`src/design/synth_ctrl_pkg.sv`:
```
package synth_ctrl_pkg;

	typedef logic [7:0] param_word_t; // one stored parameter byte

	typedef struct packed {
		logic [7:0]  num;  // controller number
		param_word_t data; // controller value
	} midi_cc_t;

	typedef struct packed {
		logic [7:0]  idx; // slider index on the touch panel
		param_word_t val;
	} touch_ev_t;

	// cpu address layout, column in the low nibble
	typedef struct packed {
		logic [4:0] slot; // bank*V_OSC + row, or common slots
		logic       half; // column bit 3
		logic [2:0] col;  // column low bits
	} store_addr_t;

	typedef struct packed {
		logic        en;
		store_addr_t addr;
		param_word_t data;
	} store_wr_t;

	// cc numbers of the controller surface
	localparam logic [7:0] CC_BTN_UP_LO = 8'd22;
	localparam logic [7:0] CC_BTN_UP_HI = 8'd29;
	localparam logic [7:0] CC_MASTER    = 8'd39;
	localparam logic [7:0] CC_FADER_LO  = 8'd48;
	localparam logic [7:0] CC_FADER_HI  = 8'd55;
	localparam logic [7:0] CC_BTN_LO_LO = 8'd56;
	localparam logic [7:0] CC_BTN_LO_HI = 8'd63;
	localparam logic [7:0] CC_KNOB_LO   = 8'd76;
	localparam logic [7:0] CC_KNOB_HI   = 8'd83;

	// touch index ranges, exclusive upper ends
	localparam logic [7:0] TOUCH_ENV_END = 8'd32;
	localparam logic [7:0] TOUCH_OSC_END = 8'd92;
	localparam logic [7:0] TOUCH_COM_END = 8'd94;

	localparam logic [13:0] PITCH_CENTER = 14'd8191; // bend wheel at rest
	localparam logic [3:0]  EDIT_ROW_COL = 4'd4;     // common slot column of edit row

	// power-up contents of one store byte
	function automatic param_word_t default_value(input logic [3:0] col,
		input logic [4:0] slot, input int v_osc);
		param_word_t val;
		val = 8'h00;
		if (int'(slot) < v_osc) begin // envelope bank
			if (col == 4'd6)
				val = 8'h7f;
		end else if (int'(slot) < 2 * v_osc) begin // osc bank
			if (col inside {4'd0, 4'd1, 4'd8, 4'd9})
				val = 8'h40; // centred
			else if (col == 4'd2)
				val = 8'h7f;
		end else if (int'(slot) == 4 * v_osc) begin
			if (col == 4'd0)
				val = 8'h02;
			else if (col == 4'd1)
				val = 8'd60; // master volume
		end
		return val;
	endfunction

endpackage

```
`src/design/strobe_capture.sv`:
```
`timescale 1ns/1ps

// one-deep event holder for a strobe plus its payload
module strobe_capture #(
	parameter type payload_t = logic [15:0]
) (
	input  logic     CLOCK_25,
	input  logic     ctrl_cmd_r,
	input  logic     strobe,
	input  payload_t payload,
	input  logic     accept,
	output logic     pending,
	output payload_t held
);

	logic     strb_s1, strb_s2; // two-flop sync
	payload_t pay_s1;           // payload sampled alongside strobe
	logic     rise;

	assign rise = strb_s1 & ~strb_s2;

	always_ff @(posedge CLOCK_25 or posedge ctrl_cmd_r) begin
		if (ctrl_cmd_r) begin
			strb_s1 <= 1'b0;
			strb_s2 <= 1'b0;
			pending <= 1'b0;
		end else begin
			strb_s1 <= strobe;
			strb_s2 <= strb_s1;
			if (rise)
				pending <= 1'b1; // new edge wins over accept
			else if (accept)
				pending <= 1'b0;
		end
	end

	// payload path, no reset
	always_ff @(posedge CLOCK_25) begin
		pay_s1 <= payload;
		if (rise)
			held <= pay_s1; // last edge overwrites
	end

endmodule

```
`src/design/ctrl_map.sv`:
```
`timescale 1ns/1ps

// cc / touch event to store address and byte
module ctrl_map #(
	parameter  int V_OSC   = 4,
	localparam int O_WIDTH = (V_OSC > 1) ? $clog2(V_OSC) : 1
) (
	input  logic                      CLOCK_25,
	input  logic                      ctrl_cmd_r,
	input  synth_ctrl_pkg::midi_cc_t  cc,
	input  synth_ctrl_pkg::touch_ev_t touch,
	input  logic                      use_touch,
	input  logic                      take,
	input  logic [O_WIDTH-1:0]        edit_row,
	output synth_ctrl_pkg::store_wr_t wr
);

	localparam int COM_SLOT = 4 * V_OSC; // bank 4, bank 5 follows

	logic                       half_lat; // selects columns 8-15 for faders and knobs
	logic                       en;
	logic [2:0]                 bank;
	logic [O_WIDTH-1:0]         row;
	logic [2:0]                 col_lo;
	logic                       half;
	synth_ctrl_pkg::param_word_t data;
	logic                       up_btn;

	assign up_btn = (cc.num >= synth_ctrl_pkg::CC_BTN_UP_LO) &&
		(cc.num <= synth_ctrl_pkg::CC_BTN_UP_HI);

	always_ff @(posedge CLOCK_25 or posedge ctrl_cmd_r) begin
		if (ctrl_cmd_r)
			half_lat <= 1'b0;
		else if (take && !use_touch && up_btn)
			half_lat <= cc.data[0]; // odd data -> upper half
	end

	always_comb begin
		en     = 1'b0;
		bank   = 3'd0;
		row    = '0;
		col_lo = 3'd0;
		half   = 1'b0;
		data   = cc.data;
		if (use_touch) begin
			data = touch.val;
			if (touch.idx < synth_ctrl_pkg::TOUCH_ENV_END) begin // envelope sliders
				en     = 1'b1;
				row    = O_WIDTH'(touch.idx[4:3]);
				col_lo = {touch.idx[0], touch.idx[2], touch.idx[1]}; // panel order
			end else if (touch.idx < synth_ctrl_pkg::TOUCH_OSC_END) begin
				en     = 1'b1;
				bank   = 3'd1;
				row    = O_WIDTH'({touch.idx[6], touch.idx[4]});
				col_lo = touch.idx[2:0];
				half   = touch.idx[3];
			end else if (touch.idx < synth_ctrl_pkg::TOUCH_COM_END) begin
				en     = 1'b1;
				bank   = 3'd4;
				col_lo = 3'(touch.idx - synth_ctrl_pkg::TOUCH_OSC_END);
			end
		end else if (up_btn) begin
			en     = 1'b1;
			bank   = 3'd5;
			col_lo = 3'd6;
			data   = cc.num - synth_ctrl_pkg::CC_BTN_UP_LO; // button index
		end else if (cc.num == synth_ctrl_pkg::CC_MASTER) begin
			en     = 1'b1;
			bank   = 3'd4;
			col_lo = 3'd1;
		end else if (cc.num >= synth_ctrl_pkg::CC_FADER_LO &&
			cc.num <= synth_ctrl_pkg::CC_FADER_HI) begin
			en     = 1'b1;
			row    = edit_row;
			col_lo = 3'(cc.num - synth_ctrl_pkg::CC_FADER_LO);
			half   = half_lat;
		end else if (cc.num >= synth_ctrl_pkg::CC_BTN_LO_LO &&
			cc.num <= synth_ctrl_pkg::CC_BTN_LO_HI) begin
			en     = 1'b1; // picks the edit row
			bank   = 3'd4;
			col_lo = synth_ctrl_pkg::EDIT_ROW_COL[2:0];
			data   = cc.num - synth_ctrl_pkg::CC_BTN_LO_LO;
		end else if (cc.num >= synth_ctrl_pkg::CC_KNOB_LO &&
			cc.num <= synth_ctrl_pkg::CC_KNOB_HI) begin
			en     = 1'b1;
			bank   = 3'd1;
			row    = edit_row;
			col_lo = 3'(cc.num - synth_ctrl_pkg::CC_KNOB_LO);
			half   = half_lat;
		end
	end

	always_comb begin
		wr.en        = en;
		wr.addr.half = half;
		wr.addr.col  = col_lo;
		wr.data      = data;
		if (bank >= 3'd4)
			wr.addr.slot = 5'(COM_SLOT + int'(bank) - 4); // row ignored
		else
			wr.addr.slot = 5'(int'(bank) * V_OSC + int'(row));
	end

endmodule

```
`src/design/init_counter.sv`:
```
`timescale 1ns/1ps

// walks all store addresses once after reset
module init_counter #(
	parameter int V_OSC = 4
) (
	input  logic                        CLOCK_25,
	input  logic                        ctrl_cmd_r,
	input  logic                        start,
	output synth_ctrl_pkg::store_addr_t addr,
	output logic                        done
);

	localparam int SLOTS = 4 * V_OSC + 2;

	logic [4:0] slot_cnt;
	logic [3:0] col_cnt; // inner loop, 16 columns
	logic       last;

	assign last = (slot_cnt == 5'(SLOTS - 1)) && (col_cnt == 4'hf);

	always_ff @(posedge CLOCK_25 or posedge ctrl_cmd_r) begin
		if (ctrl_cmd_r) begin
			slot_cnt <= 5'd0;
			col_cnt  <= 4'd0;
			done     <= 1'b0;
		end else if (start && !done) begin
			col_cnt <= col_cnt + 4'd1; // wraps into next slot
			if (col_cnt == 4'hf)
				slot_cnt <= slot_cnt + 5'd1;
			if (last)
				done <= 1'b1; // sticks until reset
		end
	end

	assign addr.slot = slot_cnt;
	assign addr.half = col_cnt[3];
	assign addr.col  = col_cnt[2:0];

endmodule

```
`src/design/write_sequencer.sv`:
```
`timescale 1ns/1ps

// arbitrates init, cc, touch and cpu read onto the store
module write_sequencer #(
	parameter int V_OSC = 4
) (
	input  logic                        CLOCK_25,
	input  logic                        ctrl_cmd_r,
	input  logic                        cc_pending,
	input  logic                        touch_pending,
	input  logic                        rd_pending,
	input  synth_ctrl_pkg::store_addr_t init_addr,
	input  logic                        init_done,
	input  synth_ctrl_pkg::store_wr_t   map_wr,
	input  synth_ctrl_pkg::store_addr_t rd_adr,
	output logic                        init_start,
	output logic                        cc_accept,
	output logic                        touch_accept,
	output logic                        rd_accept,
	output logic                        use_touch,
	output logic                        take,
	output synth_ctrl_pkg::store_wr_t   wr,
	output synth_ctrl_pkg::store_addr_t store_rd_adr,
	output logic                        rd_en,
	output logic                        busy
);

	typedef enum logic [1:0] {INIT, IDLE, WRITE, READ} seq_state_t;

	seq_state_t                  state;
	logic                        src_touch; // source served in WRITE
	logic                        go_rd;
	synth_ctrl_pkg::store_addr_t rd_adr_q;

	// read only when no write source waits
	assign go_rd = (state == IDLE) && !cc_pending && !touch_pending && rd_pending;

	always_ff @(posedge CLOCK_25 or posedge ctrl_cmd_r) begin
		if (ctrl_cmd_r) begin
			state     <= INIT;
			src_touch <= 1'b0;
		end else begin
			case (state)
				INIT: if (init_done) state <= IDLE;
				IDLE: begin
					if (cc_pending) begin // cc first
						src_touch <= 1'b0;
						state     <= WRITE;
					end else if (touch_pending) begin
						src_touch <= 1'b1;
						state     <= WRITE;
					end else if (rd_pending) begin
						state <= READ;
					end
				end
				default: state <= IDLE; // WRITE and READ take one cycle
			endcase
		end
	end

	always_ff @(posedge CLOCK_25) begin
		if (go_rd)
			rd_adr_q <= rd_adr; // freeze the cpu address
	end

	assign init_start   = (state == INIT);
	assign busy         = (state == INIT);
	assign take         = (state == WRITE);
	assign use_touch    = src_touch;
	assign cc_accept    = take & ~src_touch;
	assign touch_accept = take & src_touch;
	assign rd_accept    = go_rd;
	assign rd_en        = (state == READ);
	assign store_rd_adr = rd_adr_q;

	always_comb begin
		wr = '0;
		case (state)
			INIT: begin
				wr.en   = ~init_done;
				wr.addr = init_addr;
				wr.data = synth_ctrl_pkg::default_value({init_addr.half, init_addr.col},
					init_addr.slot, V_OSC);
			end
			WRITE:   wr = map_wr; // en low for unmapped numbers
			default: wr = '0;
		endcase
	end

endmodule

```
`src/design/param_store.sv`:
```
`timescale 1ns/1ps

// parameter ram, 16 columns by 4*V_OSC+2 slots
module param_store #(
	parameter  int V_OSC   = 4,
	localparam int O_WIDTH = (V_OSC > 1) ? $clog2(V_OSC) : 1
) (
	input  logic                        CLOCK_25,
	input  logic                        ctrl_cmd_r,
	input  synth_ctrl_pkg::store_wr_t   wr,
	input  logic                        rd_en,
	input  synth_ctrl_pkg::store_addr_t rd_adr,
	output synth_ctrl_pkg::param_word_t rd_data,
	output logic [O_WIDTH-1:0]          edit_row
);

	localparam int SLOTS    = 4 * V_OSC + 2;
	localparam int DEPTH    = 16 * SLOTS;
	localparam int COM_SLOT = 4 * V_OSC;

	synth_ctrl_pkg::param_word_t mem [DEPTH]; // slot*16 + column

	logic [8:0] wr_idx, rd_idx;
	logic       edit_hit;

	assign wr_idx = wr.addr; // packed layout is already slot*16 + column
	assign rd_idx = rd_adr;

	assign edit_hit = wr.en && (wr.addr.slot == 5'(COM_SLOT)) &&
		({wr.addr.half, wr.addr.col} == synth_ctrl_pkg::EDIT_ROW_COL);

	always_ff @(posedge CLOCK_25) begin
		if (wr.en && (int'(wr_idx) < DEPTH))
			mem[wr_idx] <= wr.data;
	end

	always_ff @(posedge CLOCK_25 or posedge ctrl_cmd_r) begin
		if (ctrl_cmd_r) begin
			rd_data  <= '0;
			edit_row <= '0;
		end else begin
			if (rd_en) begin
				if (int'(rd_idx) < DEPTH)
					rd_data <= mem[rd_idx];
				else
					rd_data <= '0; // past last slot
			end
			if (edit_hit)
				edit_row <= wr.data[O_WIDTH-1:0]; // mirror of the row select
		end
	end

endmodule

```
`src/design/synth_ctrl_top.sv`:
```
`timescale 1ns/1ps

// controller parameter unit, cc / touch / cpu read / pitch bend
module synth_ctrl_top #(
	parameter  int V_OSC   = 4,
	localparam int O_WIDTH = (V_OSC > 1) ? $clog2(V_OSC) : 1
) (
	input  logic                        CLOCK_25,
	input  logic                        ctrl_cmd_r,
	input  logic                        cc_strobe,
	input  synth_ctrl_pkg::midi_cc_t    cc_in,
	input  logic                        touch_strobe,
	input  synth_ctrl_pkg::touch_ev_t   touch_in,
	input  logic                        pitch_strobe,
	input  synth_ctrl_pkg::midi_cc_t    pitch_in,
	input  logic                        cpu_rd,
	input  synth_ctrl_pkg::store_addr_t cpu_adr,
	output synth_ctrl_pkg::param_word_t cpu_rd_data,
	output logic [O_WIDTH-1:0]          edit_row,
	output logic [13:0]                 pitch_val,
	output logic                        busy
);

	logic                        cc_pending, touch_pending, rd_pending;
	logic                        cc_accept, touch_accept, rd_accept;
	synth_ctrl_pkg::midi_cc_t    cc_held;
	synth_ctrl_pkg::touch_ev_t   touch_held;
	synth_ctrl_pkg::store_addr_t rd_held, store_rd_adr, init_addr;
	synth_ctrl_pkg::store_wr_t   map_wr, store_wr;
	logic                        use_touch, take, init_start, init_done, rd_en;
	logic                        pb_s1, pb_s2; // pitch strobe sync
	logic [6:0]                  pb_dat, pb_lsb;

	strobe_capture #(.payload_t(synth_ctrl_pkg::midi_cc_t)) u_cc_cap (
		.CLOCK_25, .ctrl_cmd_r, .strobe(cc_strobe), .payload(cc_in),
		.accept(cc_accept), .pending(cc_pending), .held(cc_held));

	strobe_capture #(.payload_t(synth_ctrl_pkg::touch_ev_t)) u_touch_cap (
		.CLOCK_25, .ctrl_cmd_r, .strobe(touch_strobe), .payload(touch_in),
		.accept(touch_accept), .pending(touch_pending), .held(touch_held));

	strobe_capture #(.payload_t(synth_ctrl_pkg::store_addr_t)) u_rd_cap (
		.CLOCK_25, .ctrl_cmd_r, .strobe(cpu_rd), .payload(cpu_adr),
		.accept(rd_accept), .pending(rd_pending), .held(rd_held));

	ctrl_map #(.V_OSC(V_OSC)) u_map (
		.CLOCK_25, .ctrl_cmd_r, .cc(cc_held), .touch(touch_held),
		.use_touch, .take, .edit_row, .wr(map_wr));

	init_counter #(.V_OSC(V_OSC)) u_init (
		.CLOCK_25, .ctrl_cmd_r, .start(init_start), .addr(init_addr), .done(init_done));

	write_sequencer #(.V_OSC(V_OSC)) u_seq (
		.CLOCK_25, .ctrl_cmd_r, .cc_pending, .touch_pending, .rd_pending,
		.init_addr, .init_done, .map_wr, .rd_adr(rd_held),
		.init_start, .cc_accept, .touch_accept, .rd_accept, .use_touch, .take,
		.wr(store_wr), .store_rd_adr, .rd_en, .busy);

	param_store #(.V_OSC(V_OSC)) u_store (
		.CLOCK_25, .ctrl_cmd_r, .wr(store_wr), .rd_en, .rd_adr(store_rd_adr),
		.rd_data(cpu_rd_data), .edit_row);

	// pitch bend, lsb on rising strobe, msb on falling
	always_ff @(posedge CLOCK_25 or posedge ctrl_cmd_r) begin
		if (ctrl_cmd_r) begin
			pb_s1     <= 1'b0;
			pb_s2     <= 1'b0;
			pitch_val <= synth_ctrl_pkg::PITCH_CENTER;
		end else begin
			pb_s1 <= pitch_strobe;
			pb_s2 <= pb_s1;
			if (!pb_s1 && pb_s2)
				pitch_val <= {pb_dat, pb_lsb}; // falling edge completes the pair
		end
	end

	always_ff @(posedge CLOCK_25) begin
		pb_dat <= pitch_in.data[6:0]; // sampled with the strobe sync
		if (pb_s1 && !pb_s2)
			pb_lsb <= pb_dat;
	end

endmodule

```
`config.mk`:
```
export PLATFORM = sky130hd
export DESIGN_NAME = synth_ctrl_top
export DESIGN_NICKNAME = d
export VERILOG_FILES = /design/src/design/synth_ctrl_pkg.sv /design/src/design/strobe_capture.sv /design/src/design/ctrl_map.sv /design/src/design/init_counter.sv /design/src/design/write_sequencer.sv /design/src/design/param_store.sv /design/src/design/synth_ctrl_top.sv
export SDC_FILE = /design/constraint.sdc
export NUM_CORES = 2
export LEC_CHECK = 0
export ABC_AREA = 1
export BUFFER_PORTS_ARGS = -buffer_cell sky130_fd_sc_hd__clkbuf_2
export CAP_MARGIN = 10
export CORE_MARGIN = 2
export CORE_UTILIZATION = 50
export CTS_CLUSTER_SIZE = 14
export DETAILED_ROUTE_END_ITERATION = 8
export HOLD_SLACK_MARGIN = 0.15
export MAX_ROUTING_LAYER = met4
export PLACE_DENSITY = 0.64
export SYNTH_ARGS = -nofsm -noshare
export SYNTH_HDL_FRONTEND = slang
export SYNTH_SLANG_ARGS = --single-unit
```
`constraint.sdc`:
```
create_clock -name CLOCK_25 -period 26.9 [get_ports CLOCK_25]
set_input_delay 5.38 -clock CLOCK_25 [delete_from_list [all_inputs] [get_ports CLOCK_25]]
set_output_delay 5.38 -clock CLOCK_25 [all_outputs]
set_load 0.005 [all_outputs]
```
# [Word-level counts from Yosys, hierarchy flattened]
# Memory sizes are Yosys's and may differ from the RTL's. A register that Yosys moved wholly into a read port is not among the register bits.
# Index checks and enable logic that the tools add are counted.
[totals] output_inout_bits=25 input_bits=63 ramBits=2304 n_memories=1 regBits=154 elab_cells=200
[memory_table] memory="u_store.mem" words=288 width=8 rd=1 rd_ports_with_merged_regs=1 wr=1 line="param_store.sv:21" text="synth_ctrl_pkg::param_word_t mem [DEPTH];"
[op_classes] n_bitwise=10 add_sub_neg=10 mux=75 order_cmp=16 eq_ne=16 reduce_logical=33
[op_table] operator="8-bit 2-to-1 mux" count=11
[op_table] operator="3-bit 2-to-1 mux" count=17
[op_table] operator="18-bit one-hot mux with 2 select lines" count=1
[op_table] operator="1-bit 2-to-1 mux" count=28
[op_table] operator="2-bit 2-to-1 mux" count=12
[op_table] operator="9-bit < comparator, second input constant" count=2
[op_table] operator="8-bit by 6-bit greater-or-equal comparator with 1-bit output, second input constant" count=2
[op_table] operator="8-bit by 6-bit <= comparator with 1-bit output, second input constant" count=2
[op_table] operator="1-bit logical AND" count=16
[op_table] operator="8-bit by 7-bit < comparator with 1-bit output, second input constant" count=2
[op_table] operator="5-bit == test, second input constant" count=3
[op_table] operator="7-bit 2-to-1 mux" count=2
[op_table] operator="4-bit == test, second input constant" count=3
[op_table] operator="9-bit 2-to-1 mux" count=1
[op_table] operator="4-bit by 3-bit == test with 1-bit output, second input constant" count=2
[op_table] operator="8-bit by 6-bit == test with 1-bit output, second input constant" count=1
[op_table] operator="8-bit by 5-bit greater-or-equal comparator with 1-bit output, second input constant" count=1
[op_table] operator="8-bit by 7-bit greater-or-equal comparator with 1-bit output, second input constant" count=1
[op_table] operator="8-bit by 5-bit <= comparator with 1-bit output, second input constant" count=1
[op_table] operator="8-bit by 7-bit <= comparator with 1-bit output, second input constant" count=1
[op_table] operator="8-bit by 6-bit < comparator with 1-bit output, second input constant" count=1
[op_table] operator="2-bit AND reduction" count=4
[op_table] operator="2-bit nonzero test" count=4
[op_table] operator="8-bit by 5-bit subtractor with 8-bit output, second input constant" count=1
[op_table] operator="26 further kinds" count=41

# [Logic depth before layout (Yosys ltp)]
[depth] depth_word=16 depth_mapped=18 mapped_depth_nobuf=17

# [Hierarchy]
# From an unflattened synthesis, not the netlist that was laid out.
[unflattened] hier_cells=8435 area_unflattened_um2=99588.0
[modules_own_cells] mod="param_store" cells_per_inst=7864 area_each_um2=93669.8 instances=1 seq_area_each_um2=69436.6
[modules_own_cells] mod="strobe_capture (u_cc_cap ...)" cells_per_inst=42 area_each_um2=904.6 instances=2 seq_area_each_um2=875.8
[modules_own_cells] mod="ctrl_map" cells_per_inst=211 area_each_um2=1216.2 instances=1 seq_area_each_um2=25.0
[modules_own_cells] mod="synth_ctrl_top" cells_per_inst=80 area_each_um2=1013.5 instances=1 seq_area_each_um2=767.0
[modules_own_cells] mod="write_sequencer" cells_per_inst=102 area_each_um2=784.5 instances=1 seq_area_each_um2=345.3
[modules_own_cells] mod="strobe_capture (u_rd_cap)" cells_per_inst=28 area_each_um2=554.3 instances=1 seq_area_each_um2=525.5
[modules_own_cells] mod="init_counter" cells_per_inst=66 area_each_um2=540.5 instances=1 seq_area_each_um2=250.2

# [Worst setup path after synthesis]
# No wires, ideal clock.
[synth_path] path_kind="register to register" from="reg u_cc_cap.held[12] (netlist name)" to="mem u_store.mem[0][4] (netlist name) (data pin)" setup_slack_ps=3810 t_arrival_ps=19330 path_stages_with_launch=8 n_path_buf=0 period_less_slack_ps=23090 path_cell_list="edfxtp_1 -> ha_1 -> nand3_1 -> o21ai_1 -> nand2_2 -> nor2_1 -> a211oi_1 -> o311ai_0"
[synth_rtl] item="from (decl)" line="strobe_capture.sv:13" text="output payload_t held"
[synth_rtl] item="from (signal assigned)" line="strobe_capture.sv:41" text="held <= pay_s1;"
[synth_rtl] item="to (decl)" line="param_store.sv:21"

# [Worst setup path after layout]
[layout_path] from="reg u_seq.state[0]" to="out busy"
[layout_between] elab_chain_len=1
[layout_lines] item="from (decl)" line="write_sequencer.sv:30" text="seq_state_t state;"
[layout_lines] item="from (signal assigned)" line="write_sequencer.sv:40" text="state <= INIT;"
[layout_lines] item="from (signal assigned)" line="write_sequencer.sv:44" text="INIT: if (init_done) state <= IDLE;"
[layout_lines] item="from (signal assigned)" line="write_sequencer.sv:48" text="state <= WRITE;"
[layout_lines] item="2-bit zero test" line="write_sequencer.sv:67" text="assign busy = (state == INIT);"
[layout_lines] item="to (decl)" line="synth_ctrl_top.sv:21" text="output logic busy"
# Every way passes these cells.

==> flow_summary.yaml <==
outcome:
  status: "finished, final reports clean"
cells_and_area:
  drive_gt1_share_pct: 7.30
  multi_input_area_um2: 23200
  nFillCells: 16261
  synthToLayoutAreaGrowth_pct: 10.0
  final_net_count: 8171
  seqCellArea_um2: 73300
global_route:
  grt_max_degree: 194
  grt_usage_pct: 25.8
  antenna_found_initial: 10
  gr-total-overflow: 0
  grt_pass1_wl_um: 382000
  first_global_vias: 60321
floorplanning:
  row_count: 163
  die-area_um2: 201000
  die_w_um: 449
  start_util_pct: 50.2
  ios: 88
  dieHeight_um: 449
  core_area_um2: 197000
pwr:
  p_total_uw: 7420
  pwr_density_cell_nw_per_um2: 68.1
  peakVddDrop_v: 0.0000756
  p_leak_uw: 0.0399
clocking:
  ctsResizeCount: 0
  cts_sinks: 2467
  hold_buffers: 0
  cts_tree: "yes"
  clk_latency_ps: 880
  cts_buffers: 238
  cts_buffer_depth: 3
  cts_setup_buffers: 0
  ctsHtreeMaxLevel: 4
  clk_pin_slew_ps: 60
  root_buffer: "clkbuf_16"
setup_path:
  critPathLaunchType: "flip-flop"
  crit_type: "flip-flop to primary output"
  worst_setup_path_end_kind: "primary output"
  arrival_ps: 1860
  startpoint: "u_seq.state[0]"
  required_ps: 21520
  worstPathMaxFanout: 4
timing:
  period_share_pct: 26.9
  maxSlewViolCount: 0
  fin_tns_setup_ps: 0
  min_period_ps: 7240
  skew_ps: 30.5
  hold_viol: 0
  worstMarginPinSlew_ps: 1240
  rsz0062_at_grt: "false"
  finalSetupViolCount: 0
  slew_headroom_pct: 17.6
  fmax_mhz: 138
synth:
  synth_common_cells: "edfxtp_1 (2361), nand2_1 (2206), nand3_1 (2073)"
  synth-edff-count: 2361
  syn_area_per_cell_um2: 12.0
  synth_top_cell_by_area: "edfxtp_1"
  ys_ff_latch: 2467
  synth_cells: 8244
  synth_cell_types: 47
  seq_area_frac_synth_pct: 74.1
  synth_area_leaders: "edfxtp_1 (72%), nand3_1 (10%), nand2_1 (8.4%)"
  async_flop_share_pct: 1.99
  syn_area_um2: 98900
  synth_top_area_share_pct: 71.7
  synth_top_flop_cell: "edfxtp_1"
  synth_fp_nets: 8317
  yosysMostFrequentCell: "edfxtp_1"
  yosys_warnings: 0
place:
  gp_congestion: 0.920
  port_buffers: 78
  dp_hpwl_um: 137000
route:
  remaining_drc_errors: 0
  vias: 63668
  drt_iter0_drc: 7944
  wirelength_um: 257000
  first_pass_iters: 7
  vias_per_cell: 5.81
  routedWlPerCell_um: 23.4
  ant_nets: 0
flow_run:
  maxCapViolCount: 0
min_path:
  min_from: "pb_s1"
  hp-class: "flip-flop to flip-flop"
## final cells by class
cell class / count / share of cell area [%]
Inverter: 71 / 0.272
Antenna cell: 8 / 0.0184
Tap cell: 2640 / 3.03
Clock buffer: 307 / 5.92
Sequential cell: 2467 / 67.3
Timing Repair Buffer: 159 / 1.07
Multi-Input combinational cell: 5161 / 21.3
Clock inverter: 139 / 1.02
## metal layers
metal,routed length [µm],track usage [%],part of all wire [%]
met3,22200,4.15,8.7
met1,105000,35.2,41
met2,120000,39.3,47
met4,8630,9.29,3.4
met5,0,-,0
## sequential cells by signal, indices dropped and copies added (netlist names), 14 cells and up, named ones only
signal              count
pitch_val              14
u_cc_cap.held          16
u_cc_cap.pay_s1        16
u_store.mem          2304
u_touch_cap.held       16
u_touch_cap.pay_s1     16
## worst max-delay path: stages (launching register included)
cell and delay (ps):
dfrtp_1 410, nor2_1 360, clkbuf_2 230
## cell usage in the layout (no fill, tap or decap), types with 52 or more instances in the layout
cell type	count
edfxtp_1	2361
nand2_1	2205
nand3_1	2068
nor2_1	488
clkbuf_16	243
o21ai_0	174
clkbuf_2	78
o22ai_1	69
buf_4	68
inv_1	59
clkinv_1	56
dfxtp_1	52
clkbuf_1	52
## through the flow
stage	setup WS [ps]	cells	util, %	cell area [µm²]	hold slack [ps]
final	19660	10952	55.3	109000	378
after global routing	19580	10950	55.3	109000	392
after CTS	19600	10943	55.2	109000	377
after floorplan	3810	8244	-	98900	354
after detailed placement	20540	10497	51.4	101000	364
after global placement	20560	10497	51.4	101000	358
## path summary, 6_finish.rpt
path,endpoint,slack (ps),depth (start not counted)
max in group asynchronous,u_store.edit_row[0],21750,3
min in group asynchronous,u_rd_cap.strb_s1,4680,3
max,busy,19660,2
min reg2reg,pb_s2,380,0
max reg2reg,u_store.rd_data[3],20630,16
min,pb_s2,380,0
## cell families (layout without fill, tap and decap cells)
| group | after synthesis | count (layout) | synth area share [%] |
|---|---|---|---|
| DFF | 2467 | 2467 | 74.1 |
| xor gates and xnor gates | 9 | 9 | 0.0797 |
| muxes | 15 | 15 | 0.171 |
| adders and majority gates | 10 | 10 | 0.126 |
| and+or+nand+nor | 4839 | 4839 | 21.3 |
| buffers and inverters | 616 | 676 | 2.57 |
| AOI/OAI and AO/OA | 288 | 288 | 1.64 |
| other | 0 | 8 | 0 |
## power by group
group,leakage [µW],total [µW],switching (µW),internal [µW]
sequential,0.0262,4160,5.11,4160
clock,0.00372,3240,1420,1820
combinational,0.00999,18.7,9.75,8.93
Note: power is estimated with default switching activity, not from simulation.
